`src/verilog/alu_pkg.sv`:
```
package alu_pkg;

  // Operation class chosen by the issue stage
  typedef enum logic [2:0] {
    cls_none,
    cls_set_lo,
    cls_set_hi,
    cls_logic,
    cls_arith,
    cls_shift,
    cls_branch
  } op_class_t;

  // Logic and arithmetic codes
  localparam logic [2:0] al_and = 3'd0;
  localparam logic [2:0] al_or  = 3'd1;
  localparam logic [2:0] al_add = 3'd2;
  localparam logic [2:0] al_sub = 3'd3;
  localparam logic [2:0] al_xor = 3'd4;

  // Shift group, flag ops and inc/dec share this code space
  localparam logic [3:0] sh_lsl   = 4'd0;
  localparam logic [3:0] sh_lsr   = 4'd1;
  localparam logic [3:0] sh_lsl8  = 4'd2;
  localparam logic [3:0] sh_lsr8  = 4'd3;
  localparam logic [3:0] sh_asl   = 4'd4;
  localparam logic [3:0] sh_asr   = 4'd5;
  localparam logic [3:0] sh_savef = 4'd6;
  localparam logic [3:0] sh_setf  = 4'd7;
  localparam logic [3:0] sh_clrf  = 4'd8;
  localparam logic [3:0] sh_rstrf = 4'd9;
  localparam logic [3:0] sh_inc   = 4'd10;
  localparam logic [3:0] sh_dec   = 4'd11;

  // Branch condition index in bits 4..1 of the branch code
  localparam logic [3:0] cond_br   = 4'd0;
  localparam logic [3:0] cond_bl   = 4'd1;
  localparam logic [3:0] cond_bge  = 4'd2;
  localparam logic [3:0] cond_ble  = 4'd3;
  localparam logic [3:0] cond_bg   = 4'd4;
  localparam logic [3:0] cond_bule = 4'd5;
  localparam logic [3:0] cond_bug  = 4'd6;
  localparam logic [3:0] cond_bz   = 4'd7;
  localparam logic [3:0] cond_bnz  = 4'd8;
  localparam logic [3:0] cond_bc   = 4'd9;
  localparam logic [3:0] cond_bnc  = 4'd10;
  localparam logic [3:0] cond_bs   = 4'd11;
  localparam logic [3:0] cond_bns  = 4'd12;
  localparam logic [3:0] cond_bv   = 4'd13;
  localparam logic [3:0] cond_bnv  = 4'd14;

  // Flag vector layout
  localparam int flag_sign  = 0;
  localparam int flag_zero  = 1;
  localparam int flag_ovf   = 2;
  localparam int flag_carry = 3;
  localparam int FLAG_W     = 4;

  localparam int IMM_W = 8;

endpackage

```
`src/verilog/alu_issue.sv`:
```
module alu_issue #(
  parameter int DATA_W = 16
) (
  input  logic                      clk,
  input  logic                      rst,
  input  logic                      op_set_val,
  input  logic                      op_set_hi,
  input  logic                      op_al_val,
  input  logic [2:0]                op_al_code,
  input  logic                      op_shift_val,
  input  logic [3:0]                op_shift_code,
  input  logic                      op_branch_val,
  input  logic [4:0]                op_branch_code,
  input  logic [alu_pkg::IMM_W-1:0] v_data,
  input  logic [DATA_W-1:0]         pc,
  input  logic [DATA_W-1:0]         rf_ra,
  input  logic [DATA_W-1:0]         rf_rb,
  output alu_pkg::op_class_t        is_class,
  output logic [4:0]                is_code,
  output logic [DATA_W-1:0]         is_a,
  output logic [DATA_W-1:0]         is_b,
  output logic [DATA_W-1:0]         is_imm,
  output logic [DATA_W-1:0]         is_pc
);

  localparam int EXT_W = DATA_W - alu_pkg::IMM_W;

  alu_pkg::op_class_t cls;
  logic [4:0]         code;
  logic               is_incdec;
  logic [DATA_W-1:0]  b_sel;

  // Decoder guarantees a single strobe, so priority order is arbitrary
  always_comb
  begin
    cls  = alu_pkg::cls_none;
    code = '0;
    if (op_set_val)
    begin
      if (op_set_hi)
        cls = alu_pkg::cls_set_hi;
      else
        cls = alu_pkg::cls_set_lo;
    end
    else if (op_al_val)
    begin
      if (op_al_code == alu_pkg::al_add || op_al_code == alu_pkg::al_sub)
        cls = alu_pkg::cls_arith;
      else
        cls = alu_pkg::cls_logic;
      code = {2'b00, op_al_code};
    end
    else if (op_shift_val)
    begin
      cls  = alu_pkg::cls_shift;
      code = {1'b0, op_shift_code};
    end
    else if (op_branch_val)
    begin
      cls  = alu_pkg::cls_branch;
      code = op_branch_code;
    end
  end

  // inc/dec step is the immediate plus one
  assign is_incdec = op_shift_val &&
                     (op_shift_code == alu_pkg::sh_inc || op_shift_code == alu_pkg::sh_dec);
  assign b_sel = is_incdec ? {{EXT_W{1'b0}}, v_data} + 1'b1 : rf_rb;

  always_ff @(posedge clk)
  begin
    if (!rst)
      is_class <= alu_pkg::cls_none;
    else
      is_class <= cls;
  end

  always_ff @(posedge clk)
  begin
    is_code <= code;
    is_a    <= rf_ra;
    is_b    <= b_sel;
    is_imm  <= {{EXT_W{v_data[alu_pkg::IMM_W-1]}}, v_data};
    is_pc   <= pc;
  end

  a_one_strobe: assert property (@(posedge clk) disable iff (!rst)
    $onehot0({op_set_val, op_al_val, op_shift_val, op_branch_val}));

endmodule

```
`src/verilog/alu_execute.sv`:
```
module alu_execute #(
  parameter int DATA_W = 16
) (
  input  logic                       clk,
  input  logic                       rst,
  input  alu_pkg::op_class_t         is_class,
  input  logic [4:0]                 is_code,
  input  logic [DATA_W-1:0]          is_a,
  input  logic [DATA_W-1:0]          is_b,
  input  logic [DATA_W-1:0]          is_imm,
  input  logic [DATA_W-1:0]          is_pc,
  input  logic [alu_pkg::FLAG_W-1:0] flags_next,
  output logic [DATA_W-1:0]          ex_result,
  output logic                       ex_result_val,
  output logic [alu_pkg::FLAG_W-1:0] ex_flags,
  output logic                       ex_flag_wr,
  output logic                       ex_branch,
  output logic [3:0]                 ex_cond,
  output logic [DATA_W-1:0]          ex_target
);

  localparam int MSB = DATA_W - 1;
  localparam int LO  = DATA_W - alu_pkg::IMM_W;

  logic                       carry_in;
  logic                       sub_op;
  logic [DATA_W-1:0]          b_op;
  logic                       cin_op;
  logic [DATA_W:0]            sum;
  logic [alu_pkg::FLAG_W-1:0] arith_flags;
  logic [DATA_W-1:0]          res;
  logic                       res_val;
  logic [alu_pkg::FLAG_W-1:0] flags;
  logic                       flag_wr;

  // Forwarded flags, so back-to-back ops chain the carry
  assign carry_in = flags_next[alu_pkg::flag_carry];

  // sub and dec add the inverted operand
  assign sub_op = (is_class == alu_pkg::cls_arith && is_code[2:0] == alu_pkg::al_sub) ||
                  (is_class == alu_pkg::cls_shift && is_code[3:0] == alu_pkg::sh_dec);
  assign b_op   = sub_op ? ~is_b : is_b;
  // add/sub take the carry, inc uses 0 and dec uses 1
  assign cin_op = (is_class == alu_pkg::cls_arith) ? carry_in : sub_op;
  assign sum    = {1'b0, is_a} + {1'b0, b_op} + {{DATA_W{1'b0}}, cin_op};

  always_comb
  begin
    arith_flags                      = '0;
    arith_flags[alu_pkg::flag_sign]  = sum[MSB];
    arith_flags[alu_pkg::flag_zero]  = (sum[MSB:0] == '0);
    arith_flags[alu_pkg::flag_ovf]   = (is_a[MSB] == b_op[MSB]) && (sum[MSB] != is_a[MSB]);
    arith_flags[alu_pkg::flag_carry] = sum[DATA_W];
  end

  always_comb
  begin
    res     = '0;
    res_val = 1'b0;
    flags   = flags_next;
    flag_wr = 1'b0;
    case (is_class)
      alu_pkg::cls_set_lo:
      begin
        res     = is_imm;
        res_val = 1'b1;
      end
      alu_pkg::cls_set_hi:
      begin
        res     = {is_imm[alu_pkg::IMM_W-1:0], is_a[LO-1:0]};
        res_val = 1'b1;
      end
      alu_pkg::cls_logic:
      begin
        case (is_code[2:0])
          alu_pkg::al_and: res = is_a & is_b;
          alu_pkg::al_or:  res = is_a | is_b;
          default:         res = is_a ^ is_b;
        endcase
        res_val                   = 1'b1;
        flag_wr                   = 1'b1;
        flags[alu_pkg::flag_sign] = res[MSB];
        flags[alu_pkg::flag_zero] = (res == '0);
      end
      alu_pkg::cls_arith:
      begin
        res     = sum[MSB:0];
        res_val = 1'b1;
        flags   = arith_flags;
        flag_wr = 1'b1;
      end
      alu_pkg::cls_shift:
      begin
        case (is_code[3:0])
          alu_pkg::sh_lsl, alu_pkg::sh_asl:
          begin
            res                        = {is_a[MSB-1:0], carry_in};
            res_val                    = 1'b1;
            flags[alu_pkg::flag_carry] = is_a[MSB];
            flag_wr                    = 1'b1;
          end
          alu_pkg::sh_lsr:
          begin
            res                        = {carry_in, is_a[MSB:1]};
            res_val                    = 1'b1;
            flags[alu_pkg::flag_carry] = is_a[0];
            flag_wr                    = 1'b1;
          end
          alu_pkg::sh_asr:
          begin
            res                        = {is_a[MSB], is_a[MSB:1]};
            res_val                    = 1'b1;
            flags[alu_pkg::flag_carry] = is_a[0];
            flag_wr                    = 1'b1;
          end
          alu_pkg::sh_lsl8:
          begin
            res     = is_a << 8;
            res_val = 1'b1;
          end
          alu_pkg::sh_lsr8:
          begin
            res     = is_a >> 8;
            res_val = 1'b1;
          end
          alu_pkg::sh_savef:
          begin
            res     = {{(DATA_W-alu_pkg::FLAG_W){1'b0}}, flags_next};
            res_val = 1'b1;
          end
          alu_pkg::sh_setf:
          begin
            flags   = flags_next | is_imm[alu_pkg::FLAG_W-1:0];
            flag_wr = 1'b1;
          end
          alu_pkg::sh_clrf:
          begin
            flags   = flags_next & ~is_imm[alu_pkg::FLAG_W-1:0];
            flag_wr = 1'b1;
          end
          alu_pkg::sh_rstrf:
          begin
            flags   = is_a[alu_pkg::FLAG_W-1:0];
            flag_wr = 1'b1;
          end
          alu_pkg::sh_inc, alu_pkg::sh_dec:
          begin
            res     = sum[MSB:0];
            res_val = 1'b1;
            flags   = arith_flags;
            flag_wr = 1'b1;
          end
          default: ;
        endcase
      end
      default: ;
    endcase
  end

  always_ff @(posedge clk)
  begin
    if (!rst)
    begin
      ex_result_val <= 1'b0;
      ex_flag_wr    <= 1'b0;
      ex_branch     <= 1'b0;
    end
    else
    begin
      ex_result_val <= res_val;
      ex_flag_wr    <= flag_wr;
      ex_branch     <= (is_class == alu_pkg::cls_branch);
    end
  end

  // Relative form when bit 0 is set
  always_ff @(posedge clk)
  begin
    ex_result <= res;
    ex_flags  <= flags;
    ex_cond   <= is_code[4:1];
    ex_target <= is_code[0] ? is_pc + is_imm : is_a;
  end

  a_result_or_branch: assert property (@(posedge clk) disable iff (!rst)
    !(ex_result_val && ex_branch));

endmodule

```
`src/verilog/alu_retire.sv`:
```
module alu_retire #(
  parameter int DATA_W = 16
) (
  input  logic                       clk,
  input  logic                       rst,
  input  logic [DATA_W-1:0]          ex_result,
  input  logic                       ex_result_val,
  input  logic [alu_pkg::FLAG_W-1:0] ex_flags,
  input  logic                       ex_flag_wr,
  input  logic                       ex_branch,
  input  logic [3:0]                 ex_cond,
  input  logic [DATA_W-1:0]          ex_target,
  output logic [alu_pkg::FLAG_W-1:0] flags_next,
  output logic [DATA_W-1:0]          result,
  output logic                       result_val,
  output logic                       taken_pc,
  output logic [DATA_W-1:0]          next_pc
);

  logic [alu_pkg::FLAG_W-1:0] flags_q;
  logic                       s;
  logic                       z;
  logic                       v;
  logic                       c;
  logic                       lt;
  logic                       cond_true;

  // Value after this edge goes back to execute
  assign flags_next = ex_flag_wr ? ex_flags : flags_q;

  always_ff @(posedge clk)
  begin
    if (!rst)
      flags_q <= '0;
    else
      flags_q <= flags_next;
  end

  assign s  = flags_q[alu_pkg::flag_sign];
  assign z  = flags_q[alu_pkg::flag_zero];
  assign v  = flags_q[alu_pkg::flag_ovf];
  assign c  = flags_q[alu_pkg::flag_carry];
  assign lt = s ^ v;

  always_comb
  begin
    case (ex_cond)
      alu_pkg::cond_br:   cond_true = 1'b1;
      alu_pkg::cond_bl:   cond_true = lt;
      alu_pkg::cond_bge:  cond_true = !lt;
      alu_pkg::cond_ble:  cond_true = lt || z;
      alu_pkg::cond_bg:   cond_true = !(lt || z);
      alu_pkg::cond_bule: cond_true = !c || z;
      alu_pkg::cond_bug:  cond_true = c && !z;
      alu_pkg::cond_bz:   cond_true = z;
      alu_pkg::cond_bnz:  cond_true = !z;
      alu_pkg::cond_bc:   cond_true = c;
      alu_pkg::cond_bnc:  cond_true = !c;
      alu_pkg::cond_bs:   cond_true = s;
      alu_pkg::cond_bns:  cond_true = !s;
      alu_pkg::cond_bv:   cond_true = v;
      alu_pkg::cond_bnv:  cond_true = !v;
      // Index 15 is never taken
      default:            cond_true = 1'b0;
    endcase
  end

  always_ff @(posedge clk)
  begin
    if (!rst)
    begin
      result_val <= 1'b0;
      taken_pc   <= 1'b0;
    end
    else
    begin
      result_val <= ex_result_val;
      taken_pc   <= ex_branch && cond_true;
    end
  end

  always_ff @(posedge clk)
  begin
    result  <= ex_result;
    next_pc <= ex_branch ? ex_target : '0;
  end

  // A taken branch came from a branch that left the flags alone
  a_taken_is_branch: assert property (@(posedge clk) disable iff (!rst)
    taken_pc |-> $past(ex_branch && !ex_flag_wr));

endmodule

```
`src/verilog/alu_top.sv`:
```
module alu_top #(
  parameter int DATA_W = 16
) (
  input  logic                      clk,
  input  logic                      rst,
  input  logic [DATA_W-1:0]         pc,
  input  logic                      op_set_val,
  input  logic                      op_set_hi,
  input  logic                      op_al_val,
  input  logic [2:0]                op_al_code,
  input  logic                      op_shift_val,
  input  logic [3:0]                op_shift_code,
  input  logic                      op_branch_val,
  input  logic [4:0]                op_branch_code,
  input  logic [alu_pkg::IMM_W-1:0] v_data,
  input  logic [DATA_W-1:0]         rf_ra,
  input  logic [DATA_W-1:0]         rf_rb,
  output logic [DATA_W-1:0]         result,
  output logic                      result_val,
  output logic                      taken_pc,
  output logic [DATA_W-1:0]         next_pc
);

  // Issue to execute
  alu_pkg::op_class_t is_class;
  logic [4:0]         is_code;
  logic [DATA_W-1:0]  is_a;
  logic [DATA_W-1:0]  is_b;
  logic [DATA_W-1:0]  is_imm;
  logic [DATA_W-1:0]  is_pc;

  // Execute to retire
  logic [DATA_W-1:0]          ex_result;
  logic                       ex_result_val;
  logic [alu_pkg::FLAG_W-1:0] ex_flags;
  logic                       ex_flag_wr;
  logic                       ex_branch;
  logic [3:0]                 ex_cond;
  logic [DATA_W-1:0]          ex_target;

  // Flag bypass back to execute
  logic [alu_pkg::FLAG_W-1:0] flags_next;

  alu_issue #(
    .DATA_W(DATA_W)
  ) u_issue (
    .clk            (clk),
    .rst            (rst),
    .op_set_val     (op_set_val),
    .op_set_hi      (op_set_hi),
    .op_al_val      (op_al_val),
    .op_al_code     (op_al_code),
    .op_shift_val   (op_shift_val),
    .op_shift_code  (op_shift_code),
    .op_branch_val  (op_branch_val),
    .op_branch_code (op_branch_code),
    .v_data         (v_data),
    .pc             (pc),
    .rf_ra          (rf_ra),
    .rf_rb          (rf_rb),
    .is_class       (is_class),
    .is_code        (is_code),
    .is_a           (is_a),
    .is_b           (is_b),
    .is_imm         (is_imm),
    .is_pc          (is_pc)
  );

  alu_execute #(
    .DATA_W(DATA_W)
  ) u_execute (
    .clk           (clk),
    .rst           (rst),
    .is_class      (is_class),
    .is_code       (is_code),
    .is_a          (is_a),
    .is_b          (is_b),
    .is_imm        (is_imm),
    .is_pc         (is_pc),
    .flags_next    (flags_next),
    .ex_result     (ex_result),
    .ex_result_val (ex_result_val),
    .ex_flags      (ex_flags),
    .ex_flag_wr    (ex_flag_wr),
    .ex_branch     (ex_branch),
    .ex_cond       (ex_cond),
    .ex_target     (ex_target)
  );

  alu_retire #(
    .DATA_W(DATA_W)
  ) u_retire (
    .clk           (clk),
    .rst           (rst),
    .ex_result     (ex_result),
    .ex_result_val (ex_result_val),
    .ex_flags      (ex_flags),
    .ex_flag_wr    (ex_flag_wr),
    .ex_branch     (ex_branch),
    .ex_cond       (ex_cond),
    .ex_target     (ex_target),
    .flags_next    (flags_next),
    .result        (result),
    .result_val    (result_val),
    .taken_pc      (taken_pc),
    .next_pc       (next_pc)
  );

endmodule

```
`config.mk`:
```
export PLATFORM = sky130hd
export DESIGN_NAME = alu_top
export DESIGN_NICKNAME = d
export VERILOG_FILES = /design/src/verilog/alu_pkg.sv /design/src/verilog/alu_issue.sv /design/src/verilog/alu_execute.sv /design/src/verilog/alu_retire.sv /design/src/verilog/alu_top.sv
export SDC_FILE = /design/constraint.sdc
export NUM_CORES = 1
export LEC_CHECK = 0
export ABC_AREA = 1
export ABC_CLOCK_PERIOD_IN_PS = 3600
export BUFFER_PORTS_ARGS = -buffer_cell sky130_fd_sc_hd__buf_4
export CAP_MARGIN = 20
export CORE_ASPECT_RATIO = 0.6
export CORE_MARGIN = 3
export CORE_UTILIZATION = 25
export DETAILED_ROUTE_END_ITERATION = 12
export SYNTH_ARGS = -nofsm -noshare
export SYNTH_HDL_FRONTEND = slang
export SYNTH_HIERARCHICAL = 1
export SYNTH_SLANG_ARGS = --single-unit
```
`constraint.sdc`:
```
create_clock -name clk -period 3.6 [get_ports clk]
set_clock_uncertainty 0.1 [all_clocks]
set_input_delay 0.54 -clock clk [delete_from_list [all_inputs] [get_ports clk]]
set_output_delay 0.54 -clock clk [all_outputs]
set_load 0.03 [all_outputs]
```
==> results.cfg <==
[die]
start_util_pct = 25.8
io_pins = 109
num_rows = 49
die_w_um = 235
dieArea_sq_mm = 0.0338
dieHeight_um = 144
core_region_area_sq_mm = 0.0305

[timing]
tightest_slew_ns = 1.05
setup_violations = 0
max_freq_ghz = 0.290
period_minus_slack_ns = 3.44
setup_tns_ns = 0
max_slew_margin_pct = 30.1
drv_slew = 0
fin_crit_sh_pct = 95.7
hold_viol_final = 0
post-route-worst-setup-slack_ns = 0.156

[critical_path]
critPathLaunchType = flip-flop
arrival_ns = 3.64
crit_fanout = 6
worstPathRequired_ns = 3.79
r2r_end = u_execute/ex_result[8]
rr_worst_depth = 16
endpoint_kind = flip-flop
reg2reg_slack_ns = 0.16
worstSetupPathType = reg2reg
r2r-start = u_issue/is_class[2]

[clocking]
clkSinkCount = 145
cts_buffer_depth = 2
cts_tree = built
cts_made_buffers = 17
hold_buffers = 0
htree_levels = 4
clkLatencyLatePin_ns = 0.45
root_buffer = clkbuf_16
clkTransAtPathRegs_ns = 0.07

[logic_synthesis]
synth.most_common_cell = nand2_1
yosys.cell_types.count = 42
synth_edf_count = 0
syn_inst = 1070
synth_top_area_share_pct = 36.8
yosys-top-cells-area = dfxtp_1 37%, nand2_1 12%, ha_1 10%
synth-seq-cells = 145
syn-cell-area_sq_mm = 0.00789
yosys_most_used_dff = dfxtp_1
yosys.area.top_type = dfxtp_1
yosysWarnings = 6
syn_avg_cell_area_sq_um = 7.37
synth_nets = 1213
synthArstFlopShare_pct = 0
yosys-top-cells-count = 251 x nand2_1, 145 x dfxtp_1, 133 x inv_1
ys_seq_area_share_pct = 36.8

[placement]
dpl-instance-area_sq_mm = 0.00916
dpl.hpwl_um = 23800
pre_cts_ws_ns = -0.0834
port_buffers = 108
place_congestion = 1.02
dp.cells = 1575

[detailed_routing]
vias_per_cell = 4.76
final_antenna_net_count = 0
drc = 0
post_drt_wl_per_cell_um = 18.2
drt_first_pass_iters = 5
num_vias = 7657
drt_iter0_drc = 893
wl_um = 29300

[hold_path]
hp-start = rf_ra[4]
hold_end = u_issue/is_a[4]
holdPathStages = 1
worstHoldPathType = in2reg

[global_route]
grt_pass1_wl_um = 43500
grt_pass1_vias = 7085
grt_util_all_layers_pct = 17.4
grt_antenna_before_repair = 0
grt_start_max_net_pins = 26
overflow = 0

[power]
p_per_area_mw_per_mm2 = 464
p_leak_uw = 0.00470
finalPower_uw = 4550
ir_drop_uv = 283

[final_layout]
area_delta_synth_final_pct = 24.3
antennaDiodeCount = 0
nets = 1329
stdcell_count = 1607
design_area_sq_mm = 0.00981
layout-drive-gt1-share_pct = 16.9

[status]
status = finished clean

[flow_run]
maxCapViolations = 0
[registers in the layout, summed over array words and instances, names as in the netlist, 5 cells and up]
| name | count |
|---|---|
| u_retire/next_pc | 16 |
| u_execute/ex_target | 16 |
| u_issue/is_code | 5 |
| u_execute/ex_result | 16 |
| u_issue/is_a | 16 |
| u_retire/result | 16 |
| u_issue/is_pc | 16 |
| u_issue/is_b | 16 |
| u_issue/is_imm | 8 |
[worst max-delay path by stage]
stage	startpoint	end	slack [ns]	cells after the start
final	u_issue/is_class[2]	u_execute/ex_result[8]	0.16	16
after floorplan	u_issue/is_class[1]	u_execute/ex_flags[3]	0.31	22
after global placement	u_issue/is_code[2]	u_execute/ex_result[8]	-0.09	13
after CTS	u_issue/is_class[2]	u_execute/ex_result[8]	0.08	16
after global routing	u_issue/is_class[1]	u_execute/ex_flags[1]	-0.04	20
after detailed placement	u_issue/is_class[2]	u_execute/ex_result[8]	-0.08	16
[per-stage QoR]
step	utilization [%]	hold slack, ns
global route	32.1	0.0510
CTS	32.0	0.0481
detailed placement	30.0	0.212
global placement	30.0	0.214
floorplan	-	0.210
finish	32.1	0.0863
[layer usage]
metal | GRT usage [%] | routed length [um]
met5 | 0 | 0
met4 | 3.71 | 249
met3 | 7.96 | 3590
met2 | 21.7 | 10500
met1 | 26.3 | 15000
[layout by cell type, fill, tap and decap left out, types with 10 or more instances in the layout]
cell / instances
o22ai_1: 22
nor2_1: 88
xor2_1: 20
clkbuf_16: 17
o21ai_1: 14
o21ai_0: 41
nand2_1: 251
inv_1: 133
a31oi_1: 10
ha_1: 65
dfxtp_1: 145
buf_4: 125
nand3_1: 78
a21oi_1: 60
[where the power goes]
group | switching, uW | internal, uW | total, uW | leakage, uW
clock network | 755 | 1060 | 1820 | 0.000295
registers | 76.5 | 1710 | 1790 | 0.00120
logic | 604 | 336 | 940 | 0.00320
[layout make-up]
class                      instances  area, sq um
sequential                       145         2900
tap                              408          510
clock buffer                      19          443
fill                            3289        20700
inverter                         141          529
clock inverter                    13          163
timing repair buffer             126          950
multi-input combinational        755         4310
[logic make-up (layout without fill, tap and decap cells)]
kind of cell               Yosys count  count (layout)  share of synthesized area [%]
xor gates and xnor gates            26              26                           2.89
DFF                                145             145                           36.8
AOI/OAI and AO/OA                  204             204                           15.6
and+or+nand+nor                    457             457                           24.6
adders and majority gates           68              68                           11.1
buffers and inverters              170             299                           9.10
[repair_timing]
action,CTS,global route
endpoints found under the hold margin,0,0
setup endpoints to repair,1,8
pin swaps,0,1
buffers inserted,0,0
resized for setup,1,9
[worst max-delay path, stage by stage (launching register included)]
cell and delay, ns:
dfxtp_1 0.46, inv_2 0.10, nor2_4 0.12, inv_1 0.07, o21ai_1 0.12, nand2_1 0.12, xor2_1 0.19, fa_2 0.41
fa_2 0.39, nand3_1 0.11, nand2_1 0.12, nand3_1 0.10, nand2_1 0.14, xnor2_4 0.26, o22ai_1 0.10, o21ai_1 0.24
a21oi_1 0.14
No activity file was read; power rests on OpenSTA's default activity.
